<file path="config.mk">
export PLATFORM = sky130hd
export DESIGN_NAME = operator_top
export DESIGN_NICKNAME = d
export VERILOG_FILES = /design/src/logic/opl3_pkg.sv /design/src/logic/envelope_generator.sv /design/src/logic/operator.sv /design/src/logic/operator_top.sv /design/src/logic/phase_generator.sv /design/src/logic/sample_clk_gen.sv /design/src/logic/waveform_generator.sv
export SDC_FILE = /design/constraint.sdc
export NUM_CORES = 1
export LEC_CHECK = 0
export BUFFER_PORTS_ARGS = -buffer_cell sky130_fd_sc_hd__buf_2
export CORE_MARGIN = 2
export CORE_UTILIZATION = 25
export DETAILED_ROUTE_END_ITERATION = 8
export GPL_TIMING_DRIVEN = 0
export PLACE_DENSITY = 0.75
export SYNTH_ARGS = -nofsm -noshare
export SYNTH_HDL_FRONTEND = slang
export SYNTH_SLANG_ARGS = --single-unit
</file>
<file path="constraint.sdc">
create_clock -name clk -period 1.26 [get_ports clk]
set_input_delay 0.126 -clock clk [delete_from_list [all_inputs] [get_ports clk]]
set_output_delay 0.126 -clock clk [all_outputs]
set_load 0.005 [all_outputs]
</file>
<file path="src/logic/sine_rom.hex">
// one column: 12-bit amplitude, entry i = 4095 * sin((2i+1) * pi / 128)
064
12D
1F5
2BC
381
444
505
5C2
67B
731
7E2
88F
936
9D7
A73
B08
B96
C1D
C9C
D14
D84
DEB
E4A
EA0
EED
F30
F6B
F9B
FC3
FE0
FF4
FFE

</file>
<file path="src/logic/opl3_pkg.sv">
package opl3_pkg;

    localparam int SAMPLE_DIV        = 8;                   // clocks per sample tick
    localparam int SAMPLE_CNT_WIDTH  = $clog2(SAMPLE_DIV);
    localparam int PHASE_WIDTH       = 19;

    // register field widths
    localparam int FNUM_WIDTH        = 10;
    localparam int BLOCK_WIDTH       = 3;
    localparam int MULT_WIDTH        = 4;
    localparam int WS_WIDTH          = 2;
    localparam int REG_ENV_WIDTH     = 4;                   // ar, dr, sl, rr
    localparam int TL_WIDTH          = 6;
    localparam int MULT_FACTOR_WIDTH = 5;                   // holds 2x multiplier, max 30

    localparam int ENV_WIDTH         = 9;
    localparam logic [ENV_WIDTH-1:0] ENV_MAX = '1;          // 511, silent

    localparam int ROM_DEPTH         = 32;                  // quarter-wave entries
    localparam int ROM_ADDR_WIDTH    = $clog2(ROM_DEPTH);
    localparam int ROM_WIDTH         = 12;
    localparam int OP_OUT_WIDTH      = 13;                  // signed sample

    typedef struct packed {
        logic [FNUM_WIDTH-1:0]    fnum;
        logic [BLOCK_WIDTH-1:0]   block;                    // octave
        logic [MULT_WIDTH-1:0]    mult;
        logic [WS_WIDTH-1:0]      ws;                       // waveform select
        logic [REG_ENV_WIDTH-1:0] ar;
        logic [REG_ENV_WIDTH-1:0] dr;
        logic [REG_ENV_WIDTH-1:0] sl;
        logic [REG_ENV_WIDTH-1:0] rr;
        logic [TL_WIDTH-1:0]      tl;                       // total level, 4 env steps each
        logic                     egt;                      // 1 = hold at sustain
    } operator_regs_t;

    typedef enum logic [2:0] {
        ENV_ATTACK,
        ENV_DECAY,
        ENV_SUSTAIN,
        ENV_RELEASE,
        ENV_IDLE
    } env_state_t;

    // twice the real multiplier, so mult 0 (x0.5) stays an integer
    function automatic logic [MULT_FACTOR_WIDTH-1:0] mult_factor(
        input logic [MULT_WIDTH-1:0] mult
    );
        logic [MULT_FACTOR_WIDTH-1:0] factor;
        case (mult)
            4'd0:         factor = 5'd1;
            4'd11:        factor = 5'd20;
            4'd12, 4'd13: factor = 5'd24;
            4'd14, 4'd15: factor = 5'd30;
            default:      factor = {mult, 1'b0};    // 1..10 map to 2*mult
        endcase
        return factor;
    endfunction

endpackage

</file>
<file path="src/logic/envelope_generator.sv">
`timescale 1ns/1ps

module envelope_generator (
    input  logic                           clk,
    input  logic                           rst_n,
    input  logic                           sample_clk_en,
    input  logic                           key_on,
    input  logic                           kon,
    input  opl3_pkg::operator_regs_t       regs,
    output logic [opl3_pkg::ENV_WIDTH-1:0] att
);
    import opl3_pkg::*;

    env_state_t           state;
    env_state_t           state_next;
    logic [ENV_WIDTH-1:0] env;              // 0 loudest, ENV_MAX silent
    logic [ENV_WIDTH-1:0] env_next;
    logic [ENV_WIDTH-1:0] attack_step;      // ar * 4
    logic [ENV_WIDTH-1:0] decay_cap;        // sl * 32
    logic [ENV_WIDTH:0]   env_plus_dr;      // extra bit for carry
    logic [ENV_WIDTH:0]   env_plus_rr;
    logic [ENV_WIDTH:0]   env_plus_tl;
    logic [ENV_WIDTH-1:0] env_rr_sat;

    always_comb begin
        attack_step = ENV_WIDTH'({regs.ar, 2'b00});
        decay_cap   = (regs.sl == '1) ? ENV_MAX : {regs.sl, 5'b00000};  // sl 15 means full scale
        env_plus_dr = {1'b0, env} + (ENV_WIDTH + 1)'(regs.dr);
        env_plus_rr = {1'b0, env} + (ENV_WIDTH + 1)'(regs.rr);
        env_plus_tl = {1'b0, env} + (ENV_WIDTH + 1)'({regs.tl, 2'b00});
        env_rr_sat  = env_plus_rr[ENV_WIDTH] ? ENV_MAX : env_plus_rr[ENV_WIDTH-1:0];
        att         = env_plus_tl[ENV_WIDTH] ? ENV_MAX : env_plus_tl[ENV_WIDTH-1:0];
    end

    // next state, priority: key-on, key-off, then per-state step
    always_comb begin
        state_next = state;
        env_next   = env;
        if (key_on) begin
            state_next = ENV_ATTACK;                    // env left where it is
        end else if (!kon && state != ENV_RELEASE && state != ENV_IDLE) begin
            state_next = ENV_RELEASE;
        end else begin
            case (state)
                ENV_ATTACK: begin
                    if (regs.ar == '1 || env <= attack_step) begin
                        env_next = '0;                  // instant or floored
                    end else begin
                        env_next = env - attack_step;
                    end
                    if (env_next == '0) begin
                        state_next = ENV_DECAY;
                    end
                end
                ENV_DECAY: begin
                    if (env_plus_dr >= {1'b0, decay_cap}) begin
                        env_next   = decay_cap;         // clamp at sustain level
                        state_next = ENV_SUSTAIN;
                    end else begin
                        env_next = env_plus_dr[ENV_WIDTH-1:0];
                    end
                end
                ENV_SUSTAIN: begin
                    if (!regs.egt) begin
                        env_next = env_rr_sat;          // percussive, keeps fading
                    end
                end
                ENV_RELEASE: begin
                    env_next = env_rr_sat;
                    if (env_next == ENV_MAX) begin
                        state_next = ENV_IDLE;
                    end
                end
                ENV_IDLE: begin
                    env_next = env;                     // silent until key-on
                end
                default: begin
                    state_next = ENV_IDLE;
                end
            endcase
        end
    end

    always_ff @(posedge clk) begin
        if (!rst_n) begin
            state <= ENV_IDLE;
            env   <= ENV_MAX;
        end else if (sample_clk_en) begin
            state <= state_next;
            env   <= env_next;
        end
    end

endmodule

</file>
<file path="src/logic/operator.sv">
`timescale 1ns/1ps

module operator (
    input  logic                                     clk,
    input  logic                                     rst_n,
    input  logic                                     sample_clk_en,
    input  logic                                     kon,
    input  opl3_pkg::operator_regs_t                 regs,
    output logic signed [opl3_pkg::OP_OUT_WIDTH-1:0] out,
    output logic                                     out_valid
);
    import opl3_pkg::*;

    logic                   kon_q;      // kon seen at the previous tick
    logic                   key_on;     // rising kon, one tick wide
    logic [PHASE_WIDTH-1:0] phase;
    logic [ENV_WIDTH-1:0]   att;

    always_ff @(posedge clk) begin
        if (!rst_n) begin
            kon_q <= 1'b0;
        end else if (sample_clk_en) begin
            kon_q <= kon;
        end
    end

    assign key_on = sample_clk_en && kon && !kon_q;

    phase_generator u_phase (
        .clk           (clk),
        .rst_n         (rst_n),
        .sample_clk_en (sample_clk_en),
        .key_on        (key_on),
        .regs          (regs),
        .phase         (phase)
    );

    envelope_generator u_env (
        .clk           (clk),
        .rst_n         (rst_n),
        .sample_clk_en (sample_clk_en),
        .key_on        (key_on),
        .kon           (kon),
        .regs          (regs),
        .att           (att)
    );

    waveform_generator u_wave (
        .clk           (clk),
        .rst_n         (rst_n),
        .sample_clk_en (sample_clk_en),
        .phase         (phase),
        .att           (att),
        .ws            (regs.ws),
        .out           (out),
        .out_valid     (out_valid)
    );

endmodule

</file>
<file path="src/logic/operator_top.sv">
`timescale 1ns/1ps

module operator_top (
    input  logic                                     clk,
    input  logic                                     rst_n,
    input  logic                                     kon,
    input  opl3_pkg::operator_regs_t                 regs,
    output logic signed [opl3_pkg::OP_OUT_WIDTH-1:0] out,
    output logic                                     out_valid
);
    logic sample_clk_en;    // one pulse per sample period

    sample_clk_gen u_sample_clk (
        .clk           (clk),
        .rst_n         (rst_n),
        .sample_clk_en (sample_clk_en)
    );

    operator u_op (
        .clk           (clk),
        .rst_n         (rst_n),
        .sample_clk_en (sample_clk_en),
        .kon           (kon),
        .regs          (regs),
        .out           (out),
        .out_valid     (out_valid)
    );

endmodule

</file>
<file path="src/logic/phase_generator.sv">
`timescale 1ns/1ps

module phase_generator (
    input  logic                             clk,
    input  logic                             rst_n,
    input  logic                             sample_clk_en,
    input  logic                             key_on,
    input  opl3_pkg::operator_regs_t         regs,
    output logic [opl3_pkg::PHASE_WIDTH-1:0] phase
);
    import opl3_pkg::*;

    localparam int SHIFT_WIDTH = FNUM_WIDTH + 2**BLOCK_WIDTH - 1;  // fnum << 7 worst case
    localparam int PROD_WIDTH  = SHIFT_WIDTH + MULT_FACTOR_WIDTH;

    logic [SHIFT_WIDTH-1:0] fnum_shifted;   // fnum scaled by octave
    logic [PROD_WIDTH-1:0]  freq_prod;      // times 2x multiplier
    logic [PHASE_WIDTH-1:0] phase_inc;

    always_comb begin
        fnum_shifted = SHIFT_WIDTH'(regs.fnum) << regs.block;
        freq_prod    = PROD_WIDTH'(fnum_shifted) * PROD_WIDTH'(mult_factor(regs.mult));
        // drop the extra factor of two; bits above PHASE_WIDTH vanish mod 2^N anyway
        phase_inc    = PHASE_WIDTH'(freq_prod >> 1);
    end

    always_ff @(posedge clk) begin
        if (!rst_n) begin
            phase <= '0;
        end else if (sample_clk_en) begin
            if (key_on) begin
                phase <= '0;                    // note starts at zero phase
            end else begin
                phase <= phase + phase_inc;     // wraps naturally
            end
        end
    end

endmodule

</file>
<file path="src/logic/sample_clk_gen.sv">
`timescale 1ns/1ps

module sample_clk_gen (
    input  logic clk,
    input  logic rst_n,
    output logic sample_clk_en
);
    import opl3_pkg::*;

    logic [SAMPLE_CNT_WIDTH-1:0] cnt;   // position within sample period

    always_ff @(posedge clk) begin
        if (!rst_n) begin
            cnt           <= '0;
            sample_clk_en <= 1'b0;
        end else begin
            if (cnt == SAMPLE_CNT_WIDTH'(SAMPLE_DIV - 1)) begin
                cnt <= '0;                  // wrap
            end else begin
                cnt <= cnt + 1'b1;
            end
            sample_clk_en <= (cnt == SAMPLE_CNT_WIDTH'(SAMPLE_DIV - 2));  // registered terminal count
        end
    end

endmodule

</file>
<file path="src/logic/waveform_generator.sv">
`timescale 1ns/1ps

module waveform_generator (
    input  logic                                     clk,
    input  logic                                     rst_n,
    input  logic                                     sample_clk_en,
    input  logic [opl3_pkg::PHASE_WIDTH-1:0]         phase,
    input  logic [opl3_pkg::ENV_WIDTH-1:0]           att,
    input  logic [opl3_pkg::WS_WIDTH-1:0]            ws,
    output logic signed [opl3_pkg::OP_OUT_WIDTH-1:0] out,
    output logic                                     out_valid
);
    import opl3_pkg::*;

    logic [ROM_WIDTH-1:0]             sine_rom [ROM_DEPTH];   // first quarter of sine
    logic                             tick_q;                 // phase/att updated last cycle
    logic [WS_WIDTH-1:0]              ws_q;                   // ws latched at the tick
    logic [1:0]                       quadrant;
    logic [ROM_ADDR_WIDTH-1:0]        rom_idx;
    logic signed [ROM_WIDTH:0]        mag;                    // quarter wave, always positive
    logic signed [ROM_WIDTH:0]        wave;
    logic signed [ROM_WIDTH:0]        wave_s1;
    logic [ENV_WIDTH-1:0]             att_s1;
    logic                             valid_s1;
    logic signed [ENV_WIDTH:0]        gain;                   // 511 - att, as signed
    logic signed [ROM_WIDTH+ENV_WIDTH+1:0] product;

    initial begin
        $readmemh("/design/src/logic/sine_rom.hex", sine_rom);
    end

    always_comb begin
        quadrant = phase[PHASE_WIDTH-1 -: 2];
        rom_idx  = phase[PHASE_WIDTH-3 -: ROM_ADDR_WIDTH];
        if (quadrant[0]) begin
            rom_idx = ~rom_idx;                 // 31 - i, falling quarters mirrored
        end
        mag = signed'({1'b0, sine_rom[rom_idx]});
        case (ws_q)
            2'd0:    wave = quadrant[1] ? -mag : mag;       // full sine
            2'd1:    wave = quadrant[1] ? '0 : mag;         // half sine
            2'd2:    wave = mag;                            // abs sine
            default: wave = quadrant[0] ? '0 : mag;         // pulse-like quarters
        endcase
        gain    = signed'({1'b0, ENV_MAX - att_s1});
        product = wave_s1 * gain;
    end

    always_ff @(posedge clk) begin
        if (!rst_n) begin
            tick_q    <= 1'b0;
            valid_s1  <= 1'b0;
            out_valid <= 1'b0;
            out       <= '0;
        end else begin
            tick_q    <= sample_clk_en;
            valid_s1  <= tick_q;                                    // stage 1 valid
            out_valid <= valid_s1;                                  // stage 2 pulse
            if (valid_s1) begin
                out <= OP_OUT_WIDTH'(product >>> ENV_WIDTH);        // linear attenuation
            end
        end
    end

    // stage 1 payload
    always_ff @(posedge clk) begin
        if (sample_clk_en) begin
            ws_q <= ws;
        end
        wave_s1 <= wave;
        att_s1  <= att;                         // travels with its wave
    end

endmodule

</file>
==> flow_summary_export.csv, run 1 <==
group,metric,value,unit
worst_setup_path,cp.arrival,1.18,ns
logic_synthesis,yosysTopAreaCell,"dfxtp_1",
logic_synthesis,yosys-top-cells-area,"dfxtp_1 (41%), buf_4 (29%), ha_1 (11%)",
logic_synthesis,synthAdderAreaFrac,10.99,%
pwr,p_total,497.7,µW
flow_run,cap_violations,0,
die,die_area,1678,µm²
layout,regArea,140.1,µm²
layout,nets,99,
pwr,pwr_density_cell,1127,nW/µm²
pwr,leakagePower,0.0002562,µW
worst_setup_path,critPathSlowestCell,"dfxtp_1",
worst_setup_path,cp-start-kind,"flop",
routing,routedWlPerCell,5.954,µm
logic_synthesis,yosysSeqAreaShare,41.03,%
clocking,cts_buffers,3,
clocking,htree_levels,1,
clocking,cts_buffer_depth,2,
logic_synthesis,synth_area,341.6,µm²
logic_synthesis,yosys.area_share.xor_xnor,0,%
timing,min_period,1.041,ns
die,io-pin-count,59,
routing,drt_first_iter_violations,0,
layout,drive_gt1_share,40.00,%
layout,multi_input_area,145.1,µm²
layout,diodes,0,
clocking,clkSinkCount,7,
worst_setup_path,path_buf_inv,0,
placement,place.gp.congestion,0.5905,
routing,viasPerCell,3.015,
worst_setup_path,crit_fanout,3,
worst_setup_path,end_kind,"flop",
routing,first_pass_iters,1,
worst_setup_path,critPathRequiredTime,1.40,ns
layout,fin_util,34.37,%
timing,rsz0062_at_grt,"no",
logic_synthesis,synth_top_area_share,41.03,%
timing,setup_ws,0.2187,ns
layout,area_delta_synth_final,29.30,%
clocking,clkTransAtPathRegs,0.05,ns
global_routing,grt_usage,6.974,%
die,rows,13,
layout,fillers,140,
timing,fin_worst_skew,0.0008988,ns
timing,final.setup.tns,0,ns
global_routing,globalRouteOverflowTotal,0,
global_routing,antenna_found_initial,0,
logic_synthesis,synth_compound_area_share,0,%
global_routing,grt_max_degree,8,
timing,drv_slew,0,
logic_synthesis,synthSimpleGateAreaFrac,17.22,%
placement,dp_slack,0.2109,ns
clocking,post_cts_hold_buffer_count,0,
clocking,post_cts_buffers,0,
logic_synthesis,yosysUniqueCellTypes,9,
hold_path,hold_class,"in2reg",
worst_setup_path,crit_top_cell,"ha_1",
routing,vias,196,
timing,setup_viol,0,
status,status,"complete, no violations",
logic_synthesis,postSynthRegisterBits,7,
clocking,cts_root_buffer,"clkbuf_4",
worst_setup_path,critical_path_class,"reg2reg",
die,die_w,40.97,µm
routing,wl,387,µm
worst_setup_path,critPathTopFamily,"adder cells",
worst_setup_path,path_cells,"ha_1 > ha_1 > and3b_1",
worst_setup_path,crit_path_max_incr_delay,0.33,ns
logic_synthesis,synthMuxAreaShare,0,%
logic_synthesis,netlist_instances,32,
die,initial_core_util,26.58,%
timing,holdWs,0.1538,ns
clocking,ctsResizeCount,0,
clocking,cts_tree,"yes",
routing,drtAntennaViolNets,0,
logic_synthesis,synth_top_family_by_area,"buffers and inverters",
global_routing,grt_pass1_wl,621,µm
timing,fmax,960.3,MHz
pwr,peakVddDrop,0.0004820,V
timing,hold_viol,0,
global_routing,grt_pass1_vias,159,
die,coreArea,1285,µm²
timing,fin_crit_sh,82.64,%
placement,hpwl,289.5,µm
placement,portBuffers,2,
die,die_h,40.97,µm
clocking,clk_latency,0.25,ns
logic_synthesis,yosys_warnings,0,
logic_synthesis,avgSynthCellArea,10.67,µm²
routing,drc_errors,0,
[power by group]
part	switching, µW	leakage [µW]	internal [µW]
logic	22.5	0.000184	37.0
registers	5.31	0.0000570	230
clock network	81.7	0.0000150	121
total	109	0.000256	388
[final timing paths]
| path | to | cells past startpoint | slack [ns] | start |
|---|---|---|---|---|
| worst max-delay path | u_sample_clk.cnt[2] | 3 | 0.22 | u_sample_clk.cnt[0] |
| worst max register to register | u_sample_clk.cnt[2] | 3 | 0.22 | u_sample_clk.cnt[0] |
| worst min register to register | u_op.u_wave.out_valid | 1 | 0.43 | u_op.u_wave.valid_s1 |
| worst min-delay path | u_op.u_wave.out_valid | 2 | 0.15 | rst_n |
[state kept, by name (all words and copies together), names as in the netlist]
| register | count |
|---|---|
| u_sample_clk.cnt | 3 |
| u_op.u_wave.valid_s1 | 1 |
| u_op.u_wave.tick_q | 1 |
| u_op.u_wave.out_valid | 1 |
| u_sample_clk.sample_clk_en | 1 |
[layer usage]
layer	up-vias	wire length (µm)	GRT usage (%)
met3	0	61	9.783
li1	109	-	-
met5	-	0	0
met4	0	0	2.500
met1	77	149	5.902
met2	10	176	8.984
[cells by family after synthesis]
| group | count (synthesis) |
|---|---|
| buffers and inverters | 14 |
| adder cells (fa/ha/maj) | 3 |
| AND/OR/NAND/NOR | 7 |
| flip-flops | 7 |
| other | 1 |
[stage by stage]
step / area, µm² / std cells
2_1_floorplan: 386.6 / 44
3_3_place_gp: 415.4 / 61
3_5_place_dp: 415.4 / 61
4_1_cts: 441.7 / 65
5_1_grt: 441.7 / 65
6_report: 441.7 / 65
[Yosys cell counts]
cell type and instances:
and2_1 3, nor3b_2 2, conb_1 1, buf_4 13
ha_1 3, and3b_1 1, inv_1 1, dfxtp_1 7
and3_1 1
[layout make-up]
cell class | instances | share of cell area [%]
Timing Repair Buffer | 2 | 2.266
Buffer | 13 | 22.10
Inverter | 1 | 0.8499
Multi-Input combinational cell | 23 | 32.86
Sequential cell | 7 | 31.73
Clock buffer | 4 | 5.949
Tap cell | 15 | 4.249
[layout by cell type, fill, tap and decap left out, drive strengths merged]
cell | netlist | final
and3 | 1 | 1
and3b | 1 | 1
buf | 13 | 15
and2 | 3 | 3
dfxtp | 7 | 7
nor3b | 2 | 2
clkbuf | 0 | 4
ha | 3 | 3
conb | 1 | 13
inv | 1 | 1
(Power assumes the default switching activity.)
==> run 2, diff against run 1 <==
==> constraint.sdc (replaced) <==
create_clock -name clk -period 1.05 [get_ports clk]
set_input_delay 0.105 -clock clk [delete_from_list [all_inputs] [get_ports clk]]
set_output_delay 0.105 -clock clk [all_outputs]
set_load 0.005 [all_outputs]
==> run 2 against run 1 <==
Against the previous run: die area stayed put; non-clock buffer count is the same; maximum frequency is 2.6% higher; critical path depth unchanged; core utilization is 0.29 points higher; clock power increased by 20%; first-iteration DRC count did not move; clock skew about the same; largest cell class unchanged; largest power group unchanged; highest routed layer unchanged.
==> flow_summary_export.csv, run 2 (synthesized netlist as in run 1, its figures left out) <==
group,metric,value,unit
global_routing,globalRouteOverflowTotal,0,
routing,drc_errors,0,
timing,fin_crit_sh,96.70,%
routing,first_pass_iters,1,
die,die_area,1678,µm²
timing,rsz0062_at_grt,"no",
hold_path,min_to,"u_op.u_wave.out_valid",
die,io-pin-count,59,
worst_setup_path,rr_endpoint,"u_sample_clk.cnt[2]",
layout,area_delta_synth_final,30.40,%
clocking,cts_buffers,3,
worst_setup_path,r2r_cells,3,
worst_setup_path,cp.arrival,1.16,ns
pwr,leakagePower,0.0002535,µW
global_routing,grt_usage,6.974,%
layout,drive_gt1_share,44.00,%
global_routing,antenna_found_initial,0,
clocking,cts_root_buffer,"clkbuf_4",
layout,largest-register,"u_sample_clk.cnt",
worst_setup_path,crit_fanout,3,
die,coreArea,1285,µm²
timing,holdWs,0.1328,ns
routing,drt_first_iter_violations,0,
global_routing,busiest_layer,"met3",
routing,routedWlPerCell,5.954,µm
layout,fin_util,34.66,%
clocking,htree_levels,1,
hold_path,whs_path_depth,2,
worst_setup_path,critical_path_class,"reg2reg",
global_routing,grt_pass1_vias,159,
die,die_h,40.97,µm
worst_setup_path,critPathRequiredTime,1.19,ns
placement,hpwl,289.5,µm
hold_path,hold_start,"rst_n",
timing,fmax,984.8,MHz
clocking,clk_latency,0.25,ns
layout,nets,99,
clocking,post_cts_hold_buffer_count,0,
flow_run,cap_violations,0,
clocking,clkSinkCount,7,
die,die_w,40.97,µm
clocking,cts_buffer_depth,2,
die,rows,13,
global_routing,grt_max_degree,8,
placement,portBuffers,2,
routing,drtAntennaViolNets,0,
worst_setup_path,rrSetupSlack,0.03,ns
global_routing,use_met3,9.783,%
global_routing,met1_usage,5.902,%
clocking,cts_tree,"yes",
timing,final.setup.tns,0,ns
timing,min_period,1.015,ns
timing,drv_slew,0,
layout,final_cell_mix,"buf_4 (13), conb_1 (13), dfxtp_1 (6)",
worst_setup_path,rr_startpoint,"u_sample_clk.cnt[0]",
clocking,clkTransAtPathRegs,0.05,ns
timing,fin_worst_skew,0.0009882,ns
routing,vias,196,
layout,largest_reg_flops,3,
layout,diodes,0,
hold_path,hold_class,"in2reg",
global_routing,grt_pass1_wl,621,µm
pwr,pwr_density_cell,1343,nW/µm²
worst_setup_path,end_kind,"flop",
timing,setup_viol,0,
pwr,peakVddDrop,0.0005782,V
routing,wl,387,µm
status,status,"complete, no violations",
worst_setup_path,cp-start-kind,"flop",
pwr,p_total,598.2,µW
timing,hold_viol,0,
global_routing,met2_usage,8.984,%
die,initial_core_util,26.58,%
placement,place.gp.congestion,0.5905,
routing,viasPerCell,3.015,
==> run 2: cell counts in the layout (fill, tap and decap cells not counted) <==
Identical to the previous run, type by type.
==> run 2: worst max path at each step <==
stage                        start                   to  slack (ns)
2_1_floorplan  u_sample_clk.cnt[0]  u_sample_clk.cnt[2]        0.04
3_3_place_gp   u_sample_clk.cnt[0]  u_sample_clk.cnt[2]        0.02
4_1_cts        u_sample_clk.cnt[0]  u_sample_clk.cnt[2]       0.007
6_report       u_sample_clk.cnt[0]  u_sample_clk.cnt[2]        0.03
3_5_place_dp   u_sample_clk.cnt[0]  u_sample_clk.cnt[2]      0.0009
5_1_grt        u_sample_clk.cnt[0]  u_sample_clk.cnt[2]       0.002
==> run 2: through the flow <==
stage | instance area, µm² | setup slack, ns | instances
final | 445.4 | 0.03461 | 65
after detailed placement | 415.4 | 0.0009456 | 61
after CTS | 441.7 | 0.006960 | 65
after global placement | 415.4 | 0.02161 | 61
after global routing | 445.4 | 0.001503 | 65
after floorplan | 386.6 | 0.03803 | 44
==> run 2: where the power goes <==
part	internal (µW)	switching, µW	total [µW]
logic	44.7	27.0	71.7
clock network	145	97.9	243
registers	277	6.46	284
total	467	131	598
==> run 2: cell type report <==
cell class                      instances  area [µm²]
Buffer                                 13       97.59
Tap cell                               15       18.77
Inverter                                1       3.754
Sequential cell                         7       141.4
Clock buffer                            4       26.28
Fill cell                             139       839.6
Multi-Input combinational cell         23       147.6
Timing Repair Buffer                    2       10.01
==> run 2: timing repair <==
action                     CTS  global route
resized for setup            0             2
setup buffers                0             0
setup endpoints to repair    0             1
==> run 2: worst max-delay path: stages (launching register included) <==
cell and delay (ns):
dfxtp_2 0.33, ha_1 0.19, ha_2 0.24, and3b_1 0.15
==> run 2: per-layer routing <==
metal,part of all wire (%),up-vias
met5,0,-
met4,0,0
met3,16,0
met2,45,10
met1,39,77
li1,-,109
==> run 3, diff against run 2 <==
--- a/config.mk
+++ b/config.mk
@@ -5,6 +5,7 @@
 export SDC_FILE = /design/constraint.sdc
 export NUM_CORES = 1
 export LEC_CHECK = 0
+export ABC_AREA = 1
 export BUFFER_PORTS_ARGS = -buffer_cell sky130_fd_sc_hd__buf_2
 export CORE_MARGIN = 2
 export CORE_UTILIZATION = 25
==> run 3 against run 2 <==
Against the previous run: register-to-register slack gained 0.05 ns; largest power group unchanged; die area is the same; synthesized area is the same; final cell count grew 12%; sequential power is essentially flat.
==> flow_summary_export.csv, run 3 <==
group,metric,value,unit
placement,portBuffers,2,
routing,wl,358,µm
timing,final.setup.tns,0,ns
pwr,peakVddDrop,0.0007063,V
worst_setup_path,critPathTopFamily,"adder cells",
timing,hold_viol,0,
placement,place.gp.congestion,0.6226,
layout,nets,107,
logic_synthesis,yosys_warnings,0,
global_routing,grt_pass1_wl,586,µm
clocking,clkSinkCount,7,
timing,fmax,1038,MHz
global_routing,globalRouteOverflowTotal,0,
clocking,cts_tree,"yes",
logic_synthesis,netlist_instances,40,
logic_synthesis,synth_area,341.6,µm²
routing,viasPerCell,3.068,
worst_setup_path,cp-start-kind,"flop",
timing,drv_slew,0,
logic_synthesis,avgSynthCellArea,8.539,µm²
routing,drtAntennaViolNets,0,
clocking,cts_buffer_depth,2,
worst_setup_path,path_cells,"ha_1 > ha_1 > inv_1 > nor2_1",
die,io-pin-count,59,
hold_path,hold_class,"in2reg",
worst_setup_path,crit_fanout,3,
routing,routedWlPerCell,4.904,µm
routing,drc_errors,0,
logic_synthesis,ys_async_sr_fraction,0,%
worst_setup_path,cp.arrival,1.11,ns
layout,diodes,0,
logic_synthesis,yosys-top-cells-area,"dfxtp_1 (41%), buf_4 (29%), ha_1 (11%)",
logic_synthesis,ys.flop_type,"dfxtp_1",
clocking,cts_buffers,3,
clocking,post_cts_buffers,0,
clocking,post_cts_hold_buffer_count,0,
worst_setup_path,critPathSlowestCell,"dfxtp_1",
worst_setup_path,critPathRequiredTime,1.19,ns
logic_synthesis,synth_top_area_share,41.03,%
timing,fin_crit_sh,91.75,%
timing,setup_viol,0,
worst_setup_path,path_buf_inv,1,
worst_setup_path,critical_path_class,"reg2reg",
logic_synthesis,postSynthRegisterBits,7,
routing,drt_first_iter_violations,2,
die,coreArea,1285,µm²
status,status,"complete, no violations",
die,die_area,1678,µm²
worst_setup_path,end_kind,"flop",
layout,final_cell_mix,"buf_4 (13), conb_1 (13), inv_1 (7), dfxtp_1 (7)",
logic_synthesis,yosysTopAreaCell,"dfxtp_1",
timing,holdWs,0.1031,ns
worst_setup_path,crit_top_cell,"ha_1",
logic_synthesis,synth_edf_count,0,
timing,fin_worst_skew,0.001721,ns
die,die_h,40.97,µm
timing,rsz0062_at_grt,"no",
layout,drive_gt1_share,32.76,%
pwr,pwr_density_cell,1333,nW/µm²
clocking,ctsResizeCount,0,
routing,vias,224,
die,initial_core_util,26.58,%
global_routing,grt_max_degree,6,
clocking,cts_root_buffer,"clkbuf_4",
layout,largest-register,"u_sample_clk.cnt",
logic_synthesis,synthTopCellsByCount,"buf_4 (13), dfxtp_1 (7), inv_1 (7)",
flow_run,cap_violations,0,
logic_synthesis,yosysUniqueCellTypes,8,
logic_synthesis,yosysSeqAreaShare,41.03,%
global_routing,grt_usage,6.644,%
routing,first_pass_iters,2,
logic_synthesis,yosysMostFrequentCell,"buf_4",
placement,hpwl,317.6,µm
clocking,clk_latency,0.25,ns
timing,min_period,0.9634,ns
layout,area_delta_synth_final,29.30,%
clocking,clkTransAtPathRegs,0.05,ns
die,rows,13,
worst_setup_path,crit_path_max_incr_delay,0.32,ns
layout,largest_reg_flops,3,
global_routing,grt_pass1_vias,178,
clocking,htree_levels,1,
pwr,leakagePower,0.0002722,µW
global_routing,antenna_found_initial,0,
die,die_w,40.97,µm
==> run 3: kinds of logic after synthesis <==
logic type | share of synthesized area, %
fa+ha+maj | 10.99
buf+inv | 36.26
flops | 41.02
other cells | 1.098
simple gates | 10.62
==> run 3: final timing paths <==
kind / from / endpoint / slack (ns) / cells past startpoint
max: u_sample_clk.cnt[0] / u_sample_clk.cnt[2] / 0.09 / 4
min: rst_n / u_op.u_wave.out_valid / 0.10 / 3
max reg2reg: u_sample_clk.cnt[0] / u_sample_clk.cnt[2] / 0.09 / 4
min reg2reg: u_op.u_wave.tick_q / u_op.u_wave.valid_s1 / 0.40 / 2
==> run 3: worst register-to-register path, cell delays in order (launching register included) <==
cell and delay, ns:
dfxtp_1 0.32, ha_1 0.20, ha_1 0.26, inv_1 0.05, nor2_1 0.03
==> run 3: layer usage <==
metal	vias to the layer above	wire, µm	global-route usage, %
li1	124	-	-
met1	92	121	3.618
met2	8	183	9.375
met3	0	53	8.152
met4	0	0	7.500
met5	-	0	0
==> run 3: final cells by class <==
type / count / area, µm²
sequential: 7 / 140.1
fill: 142 / 843.3
multi-input combinational: 25 / 122.6
inverter: 7 / 26.28
tap: 15 / 18.77
clock buffer: 4 / 26.28
timing repair buffer: 2 / 10.01
buffer: 13 / 97.59
==> run 3: per-stage QoR <==
| step | setup slack [ns] | utilization [%] | power, µW | area [µm²] | cells |
|---|---|---|---|---|---|
| 6_report | 0.08660 | 34.37 | 588.8 | 441.7 | 73 |
| 5_1_grt | 0.03334 | 34.37 | 634.7 | 441.7 | 73 |
| 4_1_cts | 0.07758 | 34.37 | 601.9 | 441.7 | 73 |
| 3_5_place_dp | 0.08373 | 32.33 | 358.0 | 415.4 | 69 |
| 3_3_place_gp | 0.1021 | 32.33 | 355.8 | 415.4 | 69 |
| 2_1_floorplan | 0.1167 | - | 349.1 | 386.6 | 52 |
==> run 3: power by group <==
part / internal [µW] / switching, µW
Combinational: 40.8 / 29.6
Clock: 144 / 91.0
Sequential: 277 / 6.00
